[src/cpuPkg.sv]
`default_nettype none

package cpuPkg;

	// Word and register index widths
	localparam int dataWidth = 16;
	localparam int regAddrWidth = 4;
	localparam int numRegs = 1 << regAddrWidth;

	// Top nibble of every instruction
	// Opcodes missing from this list decode as NOP
	typedef enum logic [3:0] {
		opAdd = 4'd0,
		opSub = 4'd1,
		opAnd = 4'd2,
		opXor = 4'd3,
		opLlb = 4'd4,
		opLhb = 4'd5,
		opLw  = 4'd8,
		opSw  = 4'd9,
		opBr  = 4'd12,
		opHlt = 4'd15
	} opcode;

	// Unused opcode, fills slots that fetch squashes
	localparam logic [dataWidth-1:0] nopInstr = 16'hE000;

	// Branch conditions, bits 11:9 of a B instruction
	typedef enum logic [2:0] {
		condNe, condEq, condGt, condLt, condGe, condLe, condOv, condAl
	} condCode;

	// Same order as the low opcode bits of the ALU ops
	typedef enum logic [1:0] {aluAdd, aluSub, aluAnd, aluXor} aluOpT;

	// Writeback source
	typedef enum logic [1:0] {wbAlu, wbMem, wbImm} wbSelT;

	// Operand source picked by the forwarding logic
	typedef enum logic [1:0] {fwdNone, fwdMem, fwdWb} fwdSel;

	// Decoded control word, travels down the pipe with the instruction
	typedef struct packed {
		logic regWrite;
		logic memRead;
		logic memWrite;
		logic setFlags;
		logic isBranch;
		logic isHalt;
		aluOpT aluOp;
		wbSelT wbSel;
	} ctrlSig;

	// Bubble / flushed slot
	localparam ctrlSig nopCtrl = '{regWrite: 1'b0, memRead: 1'b0, memWrite: 1'b0,
		setFlags: 1'b0, isBranch: 1'b0, isHalt: 1'b0, aluOp: aluAdd, wbSel: wbAlu};

endpackage

`default_nettype wire
[src/memReqIf.sv]
`default_nettype none

interface memReqIf;
	import cpuPkg::*;

	// Word address, computed by the ALU
	logic [dataWidth-1:0] addr;
	// Store data, already forwarded
	logic [dataWidth-1:0] wdata;
	logic we;
	logic re;
	// Read word, returned in the same cycle
	logic [dataWidth-1:0] rdata;

	// Execute side, driven from the EX/MEM register
	modport requester (output addr, output wdata, output we, output re, input rdata);

	// Memory stage side, maps onto the external data port
	modport responder (input addr, input wdata, input we, input re, output rdata);

endinterface

`default_nettype wire

[src/cpu.sv]
`default_nettype none

module cpu (
	input  logic clk,
	input  logic rst,
	output logic [cpuPkg::dataWidth-1:0] pc,
	input  logic [cpuPkg::dataWidth-1:0] instr,
	output logic [cpuPkg::dataWidth-1:0] dmemAddr,
	output logic [cpuPkg::dataWidth-1:0] dmemWData,
	output logic dmemWe,
	input  logic [cpuPkg::dataWidth-1:0] dmemRData,
	output logic hlt
);
	import cpuPkg::*;

	// IF/ID
	logic [dataWidth-1:0] instrId;
	logic [dataWidth-1:0] pcId;
	// Decode side of the hazard check
	logic [regAddrWidth-1:0] rsId;
	logic [regAddrWidth-1:0] rtId;
	logic usesRt;
	logic stall;
	logic halt;
	// ID/EX
	ctrlSig ctrlEx;
	logic [regAddrWidth-1:0] rsEx;
	logic [regAddrWidth-1:0] rtEx;
	logic [regAddrWidth-1:0] rdEx;
	logic [dataWidth-1:0] opAEx;
	logic [dataWidth-1:0] opBEx;
	logic [dataWidth-1:0] immEx;
	condCode condEx;
	logic [dataWidth-1:0] pcEx;
	// Redirect from execute
	logic brTaken;
	logic [dataWidth-1:0] brTarget;
	// EX/MEM
	ctrlSig ctrlMem;
	logic [regAddrWidth-1:0] rdMem;
	logic [dataWidth-1:0] resMem;
	// Writeback triple
	logic wbWe;
	logic [regAddrWidth-1:0] wbRd;
	logic [dataWidth-1:0] wbData;

	memReqIf memReq ();

	fetchStage fetch (
		.clk(clk), .rst(rst), .stall(stall), .halt(halt),
		.brTaken(brTaken), .brTarget(brTarget), .instr(instr),
		.pc(pc), .instrId(instrId), .pcId(pcId)
	);

	hazardDetect hazard (
		.clk(clk), .rst(rst), .brTaken(brTaken),
		.rsId(rsId), .rtId(rtId), .usesRt(usesRt),
		.rdEx(rdEx), .memReadEx(ctrlEx.memRead), .stall(stall)
	);

	// Branch redirect doubles as the decode flush
	decodeStage decode (
		.clk(clk), .rst(rst), .instrId(instrId), .pcId(pcId),
		.stall(stall), .flush(brTaken),
		.wbWe(wbWe), .wbRd(wbRd), .wbData(wbData), .halt(halt),
		.rsId(rsId), .rtId(rtId), .usesRt(usesRt),
		.ctrlEx(ctrlEx), .rsEx(rsEx), .rtEx(rtEx), .rdEx(rdEx),
		.opAEx(opAEx), .opBEx(opBEx), .immEx(immEx), .condEx(condEx), .pcEx(pcEx)
	);

	executeStage execute (
		.clk(clk), .rst(rst), .ctrlEx(ctrlEx),
		.rsEx(rsEx), .rtEx(rtEx), .rdEx(rdEx),
		.opAEx(opAEx), .opBEx(opBEx), .immEx(immEx), .condEx(condEx), .pcEx(pcEx),
		.wbData(wbData), .wbWe(wbWe), .wbRd(wbRd),
		.brTaken(brTaken), .brTarget(brTarget), .memReq(memReq.requester),
		.rdMem(rdMem), .ctrlMem(ctrlMem), .resMem(resMem)
	);

	memoryStage memory (
		.clk(clk), .rst(rst), .memReq(memReq.responder),
		.ctrlMem(ctrlMem), .rdMem(rdMem), .resMem(resMem),
		.dmemAddr(dmemAddr), .dmemWData(dmemWData), .dmemWe(dmemWe),
		.dmemRData(dmemRData),
		.wbWe(wbWe), .wbRd(wbRd), .wbData(wbData), .hlt(hlt)
	);

endmodule

`default_nettype wire

[src/memoryStage.sv]
`default_nettype none

module memoryStage (
	input  logic clk,
	input  logic rst,
	memReqIf.responder memReq,
	input  cpuPkg::ctrlSig ctrlMem,
	input  logic [cpuPkg::regAddrWidth-1:0] rdMem,
	input  logic [cpuPkg::dataWidth-1:0] resMem,
	output logic [cpuPkg::dataWidth-1:0] dmemAddr,
	output logic [cpuPkg::dataWidth-1:0] dmemWData,
	output logic dmemWe,
	input  logic [cpuPkg::dataWidth-1:0] dmemRData,
	output logic wbWe,
	output logic [cpuPkg::regAddrWidth-1:0] wbRd,
	output logic [cpuPkg::dataWidth-1:0] wbData,
	output logic hlt
);

	// External data port
	assign dmemAddr = memReq.addr;
	assign dmemWData = memReq.wdata;
	// we is the store enable of the EX/MEM control word
	assign dmemWe = memReq.we;
	// Read data comes back combinationally
	assign memReq.rdata = dmemRData;

	// MEM/WB control
	always_ff @(posedge clk) begin
		if (rst) begin
			wbWe <= 1'b0;
			hlt <= 1'b0;
		end else begin
			wbWe <= ctrlMem.regWrite;
			// Halt bit of MEM/WB, held until reset
			hlt <= hlt | ctrlMem.isHalt;
		end
	end

	// MEM/WB payload, loaded word or execute result
	always_ff @(posedge clk) begin
		wbRd <= rdMem;
		wbData <= memReq.re ? memReq.rdata : resMem;
	end

endmodule

`default_nettype wire

[src/executeStage.sv]
`default_nettype none

module executeStage (
	input  logic clk,
	input  logic rst,
	input  cpuPkg::ctrlSig ctrlEx,
	input  logic [cpuPkg::regAddrWidth-1:0] rsEx,
	input  logic [cpuPkg::regAddrWidth-1:0] rtEx,
	input  logic [cpuPkg::regAddrWidth-1:0] rdEx,
	input  logic [cpuPkg::dataWidth-1:0] opAEx,
	input  logic [cpuPkg::dataWidth-1:0] opBEx,
	input  logic [cpuPkg::dataWidth-1:0] immEx,
	input  cpuPkg::condCode condEx,
	input  logic [cpuPkg::dataWidth-1:0] pcEx,
	input  logic [cpuPkg::dataWidth-1:0] wbData,
	input  logic wbWe,
	input  logic [cpuPkg::regAddrWidth-1:0] wbRd,
	output logic brTaken,
	output logic [cpuPkg::dataWidth-1:0] brTarget,
	memReqIf.requester memReq,
	output logic [cpuPkg::regAddrWidth-1:0] rdMem,
	output cpuPkg::ctrlSig ctrlMem,
	output logic [cpuPkg::dataWidth-1:0] resMem
);
	import cpuPkg::*;

	fwdSel fwdA;
	fwdSel fwdB;
	logic [dataWidth-1:0] aVal;
	logic [dataWidth-1:0] bVal;
	logic [dataWidth-1:0] aluB;
	logic [dataWidth-1:0] aluRes;
	logic [dataWidth-1:0] exRes;
	logic [dataWidth-1:0] storeMem;
	logic ovf;
	logic flagZ;
	logic flagN;
	logic flagV;
	logic condTrue;

	forwardUnit fwd (
		.rsEx(rsEx),
		.rtEx(rtEx),
		.rdMem(rdMem),
		.regWriteMem(ctrlMem.regWrite),
		.wbRd(wbRd),
		.wbWe(wbWe),
		.fwdA(fwdA),
		.fwdB(fwdB)
	);

	// Operand muxes
	always_comb begin
		case (fwdA)
			fwdMem: aVal = resMem;
			fwdWb: aVal = wbData;
			default: aVal = opAEx;
		endcase
		case (fwdB)
			fwdMem: bVal = resMem;
			fwdWb: bVal = wbData;
			default: bVal = opBEx;
		endcase
	end

	// Loads and stores add the offset to the base
	assign aluB = (ctrlEx.memRead || ctrlEx.memWrite) ? immEx : bVal;

	always_comb begin
		// Logic ops leave V clear
		ovf = 1'b0;
		case (ctrlEx.aluOp)
			aluAdd: begin
				aluRes = aVal + aluB;
				ovf = (aVal[dataWidth-1] == aluB[dataWidth-1]) &&
					(aluRes[dataWidth-1] != aVal[dataWidth-1]);
			end
			aluSub: begin
				aluRes = aVal - aluB;
				ovf = (aVal[dataWidth-1] != aluB[dataWidth-1]) &&
					(aluRes[dataWidth-1] != aVal[dataWidth-1]);
			end
			aluAnd: aluRes = aVal & aluB;
			default: aluRes = aVal ^ aluB;
		endcase
	end

	// LLB/LHB merge, imm already sits in its byte lane
	assign exRes = (ctrlEx.wbSel == wbImm) ? (immEx | {8'h00, aVal[7:0]}) : aluRes;

	// Flags only move on flag-setting ALU ops
	always_ff @(posedge clk) begin
		if (rst) begin
			flagZ <= 1'b0;
			flagN <= 1'b0;
			flagV <= 1'b0;
		end else if (ctrlEx.setFlags) begin
			flagZ <= (aluRes == '0);
			flagN <= aluRes[dataWidth-1];
			flagV <= ovf;
		end
	end

	// Branch sees flags from older instructions only
	always_comb begin
		case (condEx)
			condNe: condTrue = !flagZ;
			condEq: condTrue = flagZ;
			condGt: condTrue = !flagZ && !flagN;
			condLt: condTrue = flagN;
			condGe: condTrue = flagZ || !flagN;
			condLe: condTrue = flagN || flagZ;
			condOv: condTrue = flagV;
			default: condTrue = 1'b1;
		endcase
	end

	assign brTaken = ctrlEx.isBranch && condTrue;
	// Relative to the word after the branch
	assign brTarget = pcEx + 1'b1 + immEx;

	// EX/MEM control
	always_ff @(posedge clk) begin
		if (rst) begin
			ctrlMem <= nopCtrl;
		end else begin
			ctrlMem <= ctrlEx;
		end
	end

	// EX/MEM payload
	always_ff @(posedge clk) begin
		rdMem <= rdEx;
		resMem <= exRes;
		storeMem <= bVal;
	end

	assign memReq.addr = resMem;
	assign memReq.wdata = storeMem;
	assign memReq.we = ctrlMem.memWrite;
	assign memReq.re = ctrlMem.memRead;

	// Decode never issues a load and a store in one slot
	memOpExclusive: assert property (@(posedge clk) disable iff (rst)
		!(ctrlEx.memRead && ctrlEx.memWrite));

endmodule

`default_nettype wire

[src/forwardUnit.sv]
`default_nettype none

module forwardUnit (
	input  logic [cpuPkg::regAddrWidth-1:0] rsEx,
	input  logic [cpuPkg::regAddrWidth-1:0] rtEx,
	input  logic [cpuPkg::regAddrWidth-1:0] rdMem,
	input  logic regWriteMem,
	input  logic [cpuPkg::regAddrWidth-1:0] wbRd,
	input  logic wbWe,
	output cpuPkg::fwdSel fwdA,
	output cpuPkg::fwdSel fwdB
);
	import cpuPkg::*;

	// Youngest producer wins, so memory is checked before writeback
	function automatic fwdSel pickSource(input logic [regAddrWidth-1:0] src);
		if (src == '0) begin
			return fwdNone;
		end else if (regWriteMem && rdMem == src) begin
			return fwdMem;
		end else if (wbWe && wbRd == src) begin
			return fwdWb;
		end
		return fwdNone;
	endfunction

	always_comb begin
		fwdA = pickSource(rsEx);
		fwdB = pickSource(rtEx);
	end

endmodule

`default_nettype wire

[src/decodeStage.sv]
`default_nettype none

module decodeStage (
	input  logic clk,
	input  logic rst,
	input  logic [cpuPkg::dataWidth-1:0] instrId,
	input  logic [cpuPkg::dataWidth-1:0] pcId,
	input  logic stall,
	input  logic flush,
	input  logic wbWe,
	input  logic [cpuPkg::regAddrWidth-1:0] wbRd,
	input  logic [cpuPkg::dataWidth-1:0] wbData,
	output logic halt,
	output logic [cpuPkg::regAddrWidth-1:0] rsId,
	output logic [cpuPkg::regAddrWidth-1:0] rtId,
	output logic usesRt,
	output cpuPkg::ctrlSig ctrlEx,
	output logic [cpuPkg::regAddrWidth-1:0] rsEx,
	output logic [cpuPkg::regAddrWidth-1:0] rtEx,
	output logic [cpuPkg::regAddrWidth-1:0] rdEx,
	output logic [cpuPkg::dataWidth-1:0] opAEx,
	output logic [cpuPkg::dataWidth-1:0] opBEx,
	output logic [cpuPkg::dataWidth-1:0] immEx,
	output cpuPkg::condCode condEx,
	output logic [cpuPkg::dataWidth-1:0] pcEx
);
	import cpuPkg::*;

	opcode op;
	ctrlSig ctrlId;
	logic [dataWidth-1:0] immId;
	logic [dataWidth-1:0] rdataA;
	logic [dataWidth-1:0] rdataB;

	assign op = opcode'(instrId[15:12]);

	always_comb begin
		ctrlId = nopCtrl;
		rsId = '0;
		rtId = instrId[3:0];
		usesRt = 1'b0;
		immId = '0;
		case (op)
			opAdd, opSub, opAnd, opXor: begin
				ctrlId.regWrite = 1'b1;
				ctrlId.setFlags = 1'b1;
				// Low opcode bits select the ALU function
				ctrlId.aluOp = aluOpT'(instrId[13:12]);
				rsId = instrId[7:4];
				usesRt = 1'b1;
			end
			opLlb: begin
				// rs stays r0 so the merge sees a zero low byte
				ctrlId.regWrite = 1'b1;
				ctrlId.wbSel = wbImm;
				immId = {8'h00, instrId[7:0]};
			end
			opLhb: begin
				// Old destination value is the merge operand
				ctrlId.regWrite = 1'b1;
				ctrlId.wbSel = wbImm;
				rsId = instrId[11:8];
				immId = {instrId[7:0], 8'h00};
			end
			opLw: begin
				ctrlId.regWrite = 1'b1;
				ctrlId.memRead = 1'b1;
				ctrlId.wbSel = wbMem;
				rsId = instrId[7:4];
				immId = {12'h000, instrId[3:0]};
			end
			opSw: begin
				// Store data comes in on the rt port
				ctrlId.memWrite = 1'b1;
				rsId = instrId[7:4];
				rtId = instrId[11:8];
				usesRt = 1'b1;
				immId = {12'h000, instrId[3:0]};
			end
			opBr: begin
				ctrlId.isBranch = 1'b1;
				immId = {{7{instrId[8]}}, instrId[8:0]};
			end
			opHlt: begin
				ctrlId.isHalt = 1'b1;
			end
			default: ctrlId = nopCtrl;
		endcase
	end

	// A flush from an older branch cancels the halt
	assign halt = ctrlId.isHalt && !flush;

	regFile regs (
		.clk(clk),
		.rst(rst),
		.raddrA(rsId),
		.raddrB(rtId),
		.rdataA(rdataA),
		.rdataB(rdataB),
		.we(wbWe),
		.waddr(wbRd),
		.wdata(wbData)
	);

	// ID/EX control, bubble on load-use stall or branch flush
	always_ff @(posedge clk) begin
		if (rst || stall || flush) begin
			ctrlEx <= nopCtrl;
		end else begin
			ctrlEx <= ctrlId;
		end
	end

	// ID/EX payload
	always_ff @(posedge clk) begin
		rsEx <= rsId;
		// Unused rt must not pick up a forward
		rtEx <= usesRt ? rtId : '0;
		rdEx <= instrId[11:8];
		opAEx <= rdataA;
		opBEx <= rdataB;
		immEx <= immId;
		condEx <= condCode'(instrId[11:9]);
		pcEx <= pcId;
	end

endmodule

`default_nettype wire

[src/regFile.sv]
`default_nettype none

module regFile (
	input  logic clk,
	input  logic rst,
	input  logic [cpuPkg::regAddrWidth-1:0] raddrA,
	input  logic [cpuPkg::regAddrWidth-1:0] raddrB,
	output logic [cpuPkg::dataWidth-1:0] rdataA,
	output logic [cpuPkg::dataWidth-1:0] rdataB,
	input  logic we,
	input  logic [cpuPkg::regAddrWidth-1:0] waddr,
	input  logic [cpuPkg::dataWidth-1:0] wdata
);
	import cpuPkg::*;

	logic [dataWidth-1:0] regs [numRegs];
	logic writeLive;

	// r0 is never written, so it stays at its reset zero
	assign writeLive = we && (waddr != '0);

	always_ff @(posedge clk) begin
		if (rst) begin
			for (int i = 0; i < numRegs; i++) begin
				regs[i] <= '0;
			end
		end else if (writeLive) begin
			regs[waddr] <= wdata;
		end
	end

	// Write-through, decode sees the word retiring this cycle
	assign rdataA = (writeLive && waddr == raddrA) ? wdata : regs[raddrA];
	assign rdataB = (writeLive && waddr == raddrB) ? wdata : regs[raddrB];

endmodule

`default_nettype wire

[src/hazardDetect.sv]
`default_nettype none

module hazardDetect (
	input  logic clk,
	input  logic rst,
	input  logic brTaken,
	input  logic [cpuPkg::regAddrWidth-1:0] rsId,
	input  logic [cpuPkg::regAddrWidth-1:0] rtId,
	input  logic usesRt,
	input  logic [cpuPkg::regAddrWidth-1:0] rdEx,
	input  logic memReadEx,
	output logic stall
);

	logic rsHit;
	logic rtHit;

	// rsId is zero when decode has no first source
	assign rsHit = (rsId == rdEx);
	assign rtHit = usesRt && (rtId == rdEx);

	// Load result not ready until writeback forwarding, r0 never waits
	assign stall = memReadEx && (rdEx != '0) && (rsHit || rtHit);

	// One bubble always clears the load, and a load never redirects
	stallOneCycle: assert property (@(posedge clk) disable iff (rst)
		stall |-> !brTaken ##1 !stall);

endmodule

`default_nettype wire

[src/fetchStage.sv]
`default_nettype none

module fetchStage (
	input  logic clk,
	input  logic rst,
	input  logic stall,
	input  logic halt,
	input  logic brTaken,
	input  logic [cpuPkg::dataWidth-1:0] brTarget,
	input  logic [cpuPkg::dataWidth-1:0] instr,
	output logic [cpuPkg::dataWidth-1:0] pc,
	output logic [cpuPkg::dataWidth-1:0] instrId,
	output logic [cpuPkg::dataWidth-1:0] pcId
);
	import cpuPkg::*;

	logic halted;
	logic frozen;

	// HLT leaves decode after one cycle, so remember it
	always_ff @(posedge clk) begin
		if (rst) begin
			halted <= 1'b0;
		end else if (halt) begin
			halted <= 1'b1;
		end
	end

	assign frozen = halt | halted;

	// Redirect wins over stall and halt
	always_ff @(posedge clk) begin
		if (rst) begin
			pc <= '0;
		end else if (brTaken) begin
			pc <= brTarget;
		end else if (!stall && !frozen) begin
			pc <= pc + 1'b1;
		end
	end

	// IF/ID instruction
	// Squashed on a redirect, starved once halted
	always_ff @(posedge clk) begin
		if (rst || brTaken || frozen) begin
			instrId <= nopInstr;
		end else if (!stall) begin
			instrId <= instr;
		end
	end

	// Address of the instruction in decode
	always_ff @(posedge clk) begin
		if (!stall) begin
			pcId <= pc;
		end
	end

endmodule

`default_nettype wire

[config.mk]
export PLATFORM = sky130hd
export DESIGN_NAME = cpu
export DESIGN_NICKNAME = d
export VERILOG_FILES = /design/src/cpuPkg.sv /design/src/memReqIf.sv /design/src/cpu.sv /design/src/memoryStage.sv /design/src/executeStage.sv /design/src/forwardUnit.sv /design/src/decodeStage.sv /design/src/regFile.sv /design/src/hazardDetect.sv /design/src/fetchStage.sv
export SDC_FILE = /design/constraint.sdc
export NUM_CORES = 1
export LEC_CHECK = 0
export BUFFER_PORTS_ARGS = -buffer_cell sky130_fd_sc_hd__buf_2
export CELL_PAD_IN_SITES_DETAIL_PLACEMENT = 1
export CELL_PAD_IN_SITES_GLOBAL_PLACEMENT = 1
export CORE_UTILIZATION = 30
export CTS_BUF_LIST = sky130_fd_sc_hd__clkbuf_2
export DETAILED_ROUTE_END_ITERATION = 12
export GPL_TIMING_DRIVEN = 0
export PLACE_DENSITY = 0.6
export SLEW_MARGIN = 20
export SYNTH_ARGS = -nofsm -noshare
export SYNTH_HDL_FRONTEND = slang
export SYNTH_SLANG_ARGS = --single-unit
[constraint.sdc]
create_clock -name clk -period 10.4 [get_ports clk]
set_clock_uncertainty 0.2 [all_clocks]
set_input_delay 1.56 -clock clk [delete_from_list [all_inputs] [get_ports clk]]
set_output_delay 1.56 -clock clk [all_outputs]
set_load 0.1 [all_outputs]
## Yosys cells after proc, flatten, opt, wreduce, memory -nomap -nowiden

Memories as Yosys holds them, arrays and structs flattened.
Index checks and enable logic that the tools add are counted.

- Add/sub/neg operators: 5
- Equality and inequality tests: 34
- Mux-type cells: 45
- Bitwise operators: 6
- Reductions and logical operators: 46

Operators by type and width:

| kind | number |
|---|---|
| 16-bit two-way mux | 8 |
| 16-bit one-hot mux with 2 select lines | 2 |
| 16-bit one-hot mux with 4 select lines | 1 |
| 16-bit one-hot mux with 3 select lines | 1 |
| 16-bit by 1-bit adder with 16-bit output (second input constant) | 2 |
| 16-bit adder | 2 |
| 4-bit equality test | 8 |
| 1-bit two-way mux | 19 |
| 16-bit AND | 1 |
| 4-bit equality test (second input constant) | 4 |
| 1-bit logical AND | 16 |
| 16-bit zero test | 1 |
| 2-bit two-way mux | 8 |
| 16-bit by 8-bit bitwise OR with 16-bit output | 1 |
| 16-bit OR reduction | 1 |
| 16-bit subtractor | 1 |
| 16-bit XOR | 1 |
| 4-bit zero test | 3 |
| 3-bit equality test (second input constant) | 3 |
| 2-bit equality test (second input constant) | 4 |
| 4-bit by 2-bit equality test with 1-bit output (second input constant) | 2 |
| 4-bit by 3-bit equality test with 1-bit output (second input constant) | 2 |
| 1-bit logical OR | 8 |
| 4-bit two-way mux | 2 |
| other kinds (22) | 35 |

- Flip-flop bits (word level): 203
- RAM bits: 256
- Bits of input ports: 34
- Output and inout port bits: 50
- Word-level logic and storage cells: 171
- Memories: 1

Memory list:

| name | depth | bits a word | rd ports | clocked after memory_dff | wr ports | line | RTL |
|---|---|---|---|---|---|---|---|
| decode.regs.regs | 16 | 16 | 2 | 0 | 16 | regFile.sv:16 | `logic [dataWidth-1:0] regs [numRegs];` |

## Longest topological paths before layout

- Depth in word-level cells: 13
- Mapped depth: 22

## Modules after synthesis

Synthesis repeated with hierarchy kept, for this count alone.

- Cells, all modules: 2029
- Area total of the unflattened synthesis: 24773.8 sq um

Modules (own cells, without submodules):

| module | times used | cells an instance | area an instance (sq um) |
|---|---|---|---|
| regFile | 1 | 884 | 14143.6 |
| executeStage | 1 | 662 | 5037.3 |
| decodeStage | 1 | 162 | 2213.4 |
| fetchStage | 1 | 179 | 1950.6 |
| memoryStage | 1 | 91 | 1073.5 |
| forwardUnit | 1 | 38 | 249.0 |
| hazardDetect | 1 | 13 | 106.4 |

## Least setup slack after synthesis

Ideal clock, no wire load.

- Path kind: flip-flop to flip-flop
- Start: register memory.wbRd[2] in the netlist's numbering
- End: register execute.flagZ
- Setup time: 74 ps
- Arrival time: 4415 ps
- Path slack: 5711 ps
- Stages on the path, launching flop included: 22
- Path buffers: 2
- Period minus slack after synthesis: 4689 ps
- Cells stage by stage: dfxtp_1 > clkbuf_1 > xnor2_1 > nand4_1 > nor3_1 > clkbuf_1 > a22oi_1 > nand2_1 > nand2_1 > o21ai_0 > ha_1 > inv_1 > fa_1 > or2_2 > a21oi_1 > o21ai_0 > o21ai_0 > nor2_1 > mux2_2 > a211oi_1 > nand4b_1 > o21ai_0

- Longest elaborated chain between the ends: 12

RTL lines:

| what | line | RTL |
|---|---|---|
| from (decl) | memoryStage.sv:15 | `output logic [cpuPkg::regAddrWidth-1:0] wbRd,` |
| from (signal assigned) | memoryStage.sv:42 | `wbRd <= rdMem;` |
| 4-bit equality test (*) | forwardUnit.sv:21 | `end else if (wbWe && wbRd == src) begin` |
| 1-bit logical AND (*) | forwardUnit.sv:21 |  |
| 1-bit two-way mux (*) | forwardUnit.sv:21 |  |
| 1-bit two-way mux (*) | forwardUnit.sv:19 | `end else if (regWriteMem && rdMem == src) begin` |
| 1-bit two-way mux (*) | forwardUnit.sv:17 | `if (src == '0) begin` |
| 2-bit two-way mux (*) | forwardUnit.sv:24 | `return fwdNone;` |
| 2-bit equality test / 2-bit by 1-bit equality test with 1-bit output (equally long branches) | executeStage.sv:59 | `case (fwdB)` |
| 16-bit one-hot mux with 2 select lines (*) | executeStage.sv:59 |  |
| named net execute.bVal[0] | executeStage.sv:30 | `logic [dataWidth-1:0] bVal;` |
| 16-bit two-way mux (*) | executeStage.sv:67 | `assign aluB = (ctrlEx.memRead \|\| ctrlEx.memWrite) ? immEx : bVal;` |
| 16-bit subtractor (tied with other cells) | executeStage.sv:79 | `aluRes = aVal - aluB;` |
| 16-bit one-hot mux with 3 select lines (*) | executeStage.sv:72 | `case (ctrlEx.aluOp)` |
| 16-bit zero test (*) | executeStage.sv:98 | `flagZ <= (aluRes == '0);` |
| to (signal assigned) | executeStage.sv:98 |  |
| to (decl) | executeStage.sv:36 | `logic flagZ;` |

Mark *: on every way through the listed nets, which the timed path passes. The rest lies on a longest branch.
A chain may end at the register's enable or synchronous reset.

## Worst setup path after layout

- Start: register memory.wbRd[2] in the netlist's numbering
- End: register execute.resMem, in the netlist execute.memReq.addr[15]

- Longest elaborated chain between the ends: 12

RTL lines:

| what | line | RTL |
|---|---|---|
| 4-bit equality test | forwardUnit.sv:21 |  |
| 1-bit logical AND | forwardUnit.sv:21 |  |
| 1-bit two-way mux | forwardUnit.sv:21 |  |
| 1-bit two-way mux | forwardUnit.sv:19 |  |
| 1-bit two-way mux | forwardUnit.sv:17 |  |
| 2-bit two-way mux | forwardUnit.sv:24 |  |
| 2-bit equality test / 2-bit by 1-bit equality test with 1-bit output (equally long branches) | executeStage.sv:59 |  |
| 16-bit one-hot mux with 2 select lines | executeStage.sv:59 |  |
| 16-bit two-way mux | executeStage.sv:67 |  |
| 16-bit subtractor (tied with other cells) | executeStage.sv:79 |  |
| 16-bit one-hot mux with 3 select lines (*) | executeStage.sv:72 |  |
| 16-bit two-way mux (*) | executeStage.sv:89 | `assign exRes = (ctrlEx.wbSel == wbImm) ? (immEx \| {8'h00, aVal[7:0]}) : aluRes;` |
| named net execute.exRes[15] | executeStage.sv:33 | `logic [dataWidth-1:0] exRes;` |
| to (signal assigned) | executeStage.sv:134 | `resMem <= exRes;` |
| to (decl) | executeStage.sv:23 | `output logic [cpuPkg::dataWidth-1:0] resMem` |

Marks and branches as above.

==> out/results.txt <==
crit path DAT - 7.94 ns
final hold vios - 0
DRC errors left - 0
worst flop-to-flop path startpoint - memory.wbRd[2]
crit path launch type - flop
R2R cell count - 18
Post-Synth XOR/XNOR Area - 2.33%
top cells by area, synth - edfxtp_1, dfxtp_1, and2_1, nand2_1, mux4_2
FF-to-FF End - execute.memReq.addr[15]
Die Wd - 285 um
Netlist Area Pre-Place - 24100 sq um
Total GRT Usage - 24.5%
Worst Path Required - 11.47 ns
Hold Buf Count CTS - 0
HPWL after detailed placement - 74.6 mm
number of placement rows - 103
post-synthesis compound-gate area fraction - 10.0%
largest family of logic cells by synthesized area - simple AND/OR/NAND/NOR gates
Sink Count - 455
Setup Buffers After CTS - 0
outcome - completed
Worst-Margin Slew - 1.22 ns
Sw Share - 42.5%
H-tree Lvls - 4
Hold Path Origin - fetch.pcId[7]
post-layout util - 34.5%
P_leak - 10.7 nW
Adder-Cell Fraction of Synth Area - 2.84%
worst-path maximum fanout - 10
post-synthesis cell count - 2392
Synth Warn # - 0
Clock power frac - 27.6%
Setup TNS - 0 ns
GRT overflow - 0
CTS Buf Count - 136
combinational power share - 31.5%
worst hold path type - flop to flop
FILL cells - 9069
CTS max path bufs - 3
via count - 20600
Crit Path Class - flop to flop
Setup-failing EPs final - 0
gp weighted congestion - 0.950
layout cell share with drive strength beyond 1 - 17.2%
internal power - 3.10 mW
1st-iter DRT viols - 2057
clk root buf - clkbuf_2
FFs w/ async S/R, synth - 0%
power share of the sequential group - 40.9%
first-pass GRT wire length - 144 mm
post-CTS sizing - 0
crit path capture type - flop
R2R Setup Slk - 3.53 ns
# IOs - 84
NumNets Final - 2721
ys flop type - edfxtp_1
Worst VDD drop - 227 uV
CTS tree - yes
most common cell after layout, fill and taps aside - nand2_1
initial antenna violation count - 10
hold depth - 0
drt pass-1 iters - 5
Tcrit/Tclk final - 66.1%
largest net degree at the start of global routing - 21
EDFF count, synth - 272
relative slew slack - 18.7%
post-synth top area share - 33.9%
Max Transition Viols Final - 0
hold_ws - 0.134 ns
Achievable Freq - 145 MHz
clock latency on the worst-skew pair - 1.37 ns
Vias/cell - 5.44
Seq cells post-synth - 455
Die Area - 81400 sq um
final WL - 100 mm
switching pwr - 2.29 mW
vias in the first global route - 21100
PortBufs - 82
Initial Utilization - 30.4%
hold worst-path end - decode.pcEx[7]
PwrDens - 197 nW/um^2
crit path time final - 6.87 ns
Final ANT Viol Nets - 0
Syn Area/Cell - 10.1 sq um
post-synthesis mux area share - 9.83%
Reg clk slew, reported paths - 0.10 ns
Max Cap Violations - 0
simple-gate share of the synthesized area - 22.0%
sequential share of the synthesized area - 49.1%
highest-count cells in the layout ignoring fill and taps - nand2_1, edfxtp_1, and2_1
DR WL/cell - 26.4 um
Yosys cell types - 78
area growth from synthesis to layout - 13.7%
dominant cell type by area after synthesis - edfxtp_1
Floorplan Core Area - 79300 sq um
Die Ht - 285 um
RSZ-0062 raised after global routing - false
-- power groups by stage --
stage | clock (mW) | combinational (mW) | sequential [mW]
4_1_cts | 1.52 | 1.68 | 2.20
5_1_grt | 1.61 | 1.78 | 2.22
6_report | 1.49 | 1.70 | 2.20
3_5_place_dp | 0 | 1.67 | 2.24
2_1_floorplan | 0 | 0.731 | 2.53
3_3_place_gp | 0 | 1.65 | 2.24
-- per-stage QoR --
step,worst slack [ns],power (mW),instances,area (sq um)
2_1_floorplan,5.71,3.26,2407,24100
3_3_place_gp,3.64,3.89,3539,25900
3_5_place_dp,3.65,3.91,3547,26100
4_1_cts,3.65,5.40,3787,27300
5_1_grt,3.13,5.60,3792,27400
6_report,3.53,5.40,3796,27400
-- worst max-delay path, cell delays in order, from the launching register on --
cell	delay (ns)
dfxtp_1	0.31
clkbuf_1	0.45
xnor2_1	0.18
nand4_1	0.12
nor3_1	0.93
nor2_1	0.37
clkbuf_1	0.34
nand2_1	0.16
a31oi_1	0.17
ha_1	0.51
and2_1	0.29
nand3_1	0.19
or4_1	0.68
a311oi_1	0.42
a21oi_1	0.21
nor2_1	0.32
a22oi_1	0.10
o21ai_0	0.62
mux2_2	0.28
-- flip-flops by register name (all words and copies together), names as in the netlist, 4 cells and up --
register              flops
execute.rdMem             4
fetch.pc                 16
decode.opAEx             16
decode.rsEx               4
memory.wbData            16
decode.ctrlEx             9
decode.regs.regs        256
decode.opBEx             16
execute.memReq.wdata     16
fetch.instrId            16
decode.pcEx              16
decode.immEx             16
memory.wbRd               4
decode.rtEx               4
execute.memReq.addr      16
fetch.pcId               16
-- per-layer routing --
layer	vias to the layer above	global-route usage (%)	share of wire [%]
met1	10400	33.8	44
met4	2	9.34	3.5
met3	191	5.13	7.6
li1	9128	-	-
met5	-	0	0.012
met2	881	37.5	45
-- layout make-up --
| cell class | instances | area (sq um) | area share (%) |
|---|---|---|---|
| sequential | 455 | 11800 | 43.2 |
| multi-input combinational | 1720 | 11500 | 41.9 |
| tap | 1050 | 1310 | 4.80 |
| clock buffer | 191 | 956 | 3.49 |
| buffer | 178 | 719 | 2.63 |
| timing repair buffer | 90 | 523 | 1.91 |
| clock inverter | 49 | 332 | 1.21 |
| inverter | 54 | 203 | 0.740 |
| antenna | 9 | 22.5 | 0.0823 |
-- Yosys cell counts (4+ instances only) --
| library cell | number |
|---|---|
| a22oi_1 | 32 |
| a221oi_1 | 4 |
| or3_1 | 7 |
| clkbuf_1 | 135 |
| nand3_1 | 140 |
| buf_2 | 16 |
| inv_1 | 51 |
| a211o_1 | 5 |
| a21oi_1 | 62 |
| mux2i_1 | 27 |
| and3_1 | 25 |
| o21a_1 | 5 |
| o21ai_0 | 55 |
| o21ai_1 | 5 |
| dfxtp_1 | 183 |
| xor2_1 | 21 |
| o211ai_1 | 8 |
| buf_1 | 21 |
| o22ai_1 | 9 |
| nor3b_1 | 8 |
| ha_1 | 49 |
| nand2_1 | 411 |
| nor2_1 | 120 |
| or2_2 | 6 |
| nand3b_1 | 4 |
| edfxtp_1 | 272 |
| a311oi_1 | 40 |
| mux2_2 | 53 |
| buf_4 | 4 |
| nand2b_1 | 16 |
| nor3_1 | 36 |
| nor2b_1 | 15 |
| nand4_1 | 7 |
| and2_1 | 266 |
| a21o_1 | 11 |
| o21bai_1 | 5 |
| mux4_2 | 66 |
| nor4_1 | 11 |
| a211oi_1 | 29 |
| xnor2_1 | 43 |
| a31oi_1 | 52 |
-- cells by family (layout without fill, tap and decap cells) --
group	Yosys count	in the layout
and+or+nand+nor	1086	1086
DFF	455	455
AOI/OAI and AO/OA	354	354
buffers and inverters	232	562
muxes	147	147
xor gates and xnor gates	64	64
adders and majority gates	53	53
other	1	25
-- how the worst max path moves through the flow --
stage	from	end	slack, ns	depth (start not counted)
2_1_floorplan	memory.wbRd[2]	execute.flagZ	5.71	21
3_3_place_gp	memory.wbRd[2]	execute.flagZ	3.64	18
3_5_place_dp	memory.wbRd[2]	execute.flagZ	3.65	18
4_1_cts	memory.wbRd[2]	execute.memReq.addr[15]	3.65	18
5_1_grt	memory.wbRd[2]	execute.memReq.addr[15]	3.13	18
6_report	memory.wbRd[2]	execute.memReq.addr[15]	3.53	18
(Power assumes the default switching activity.)
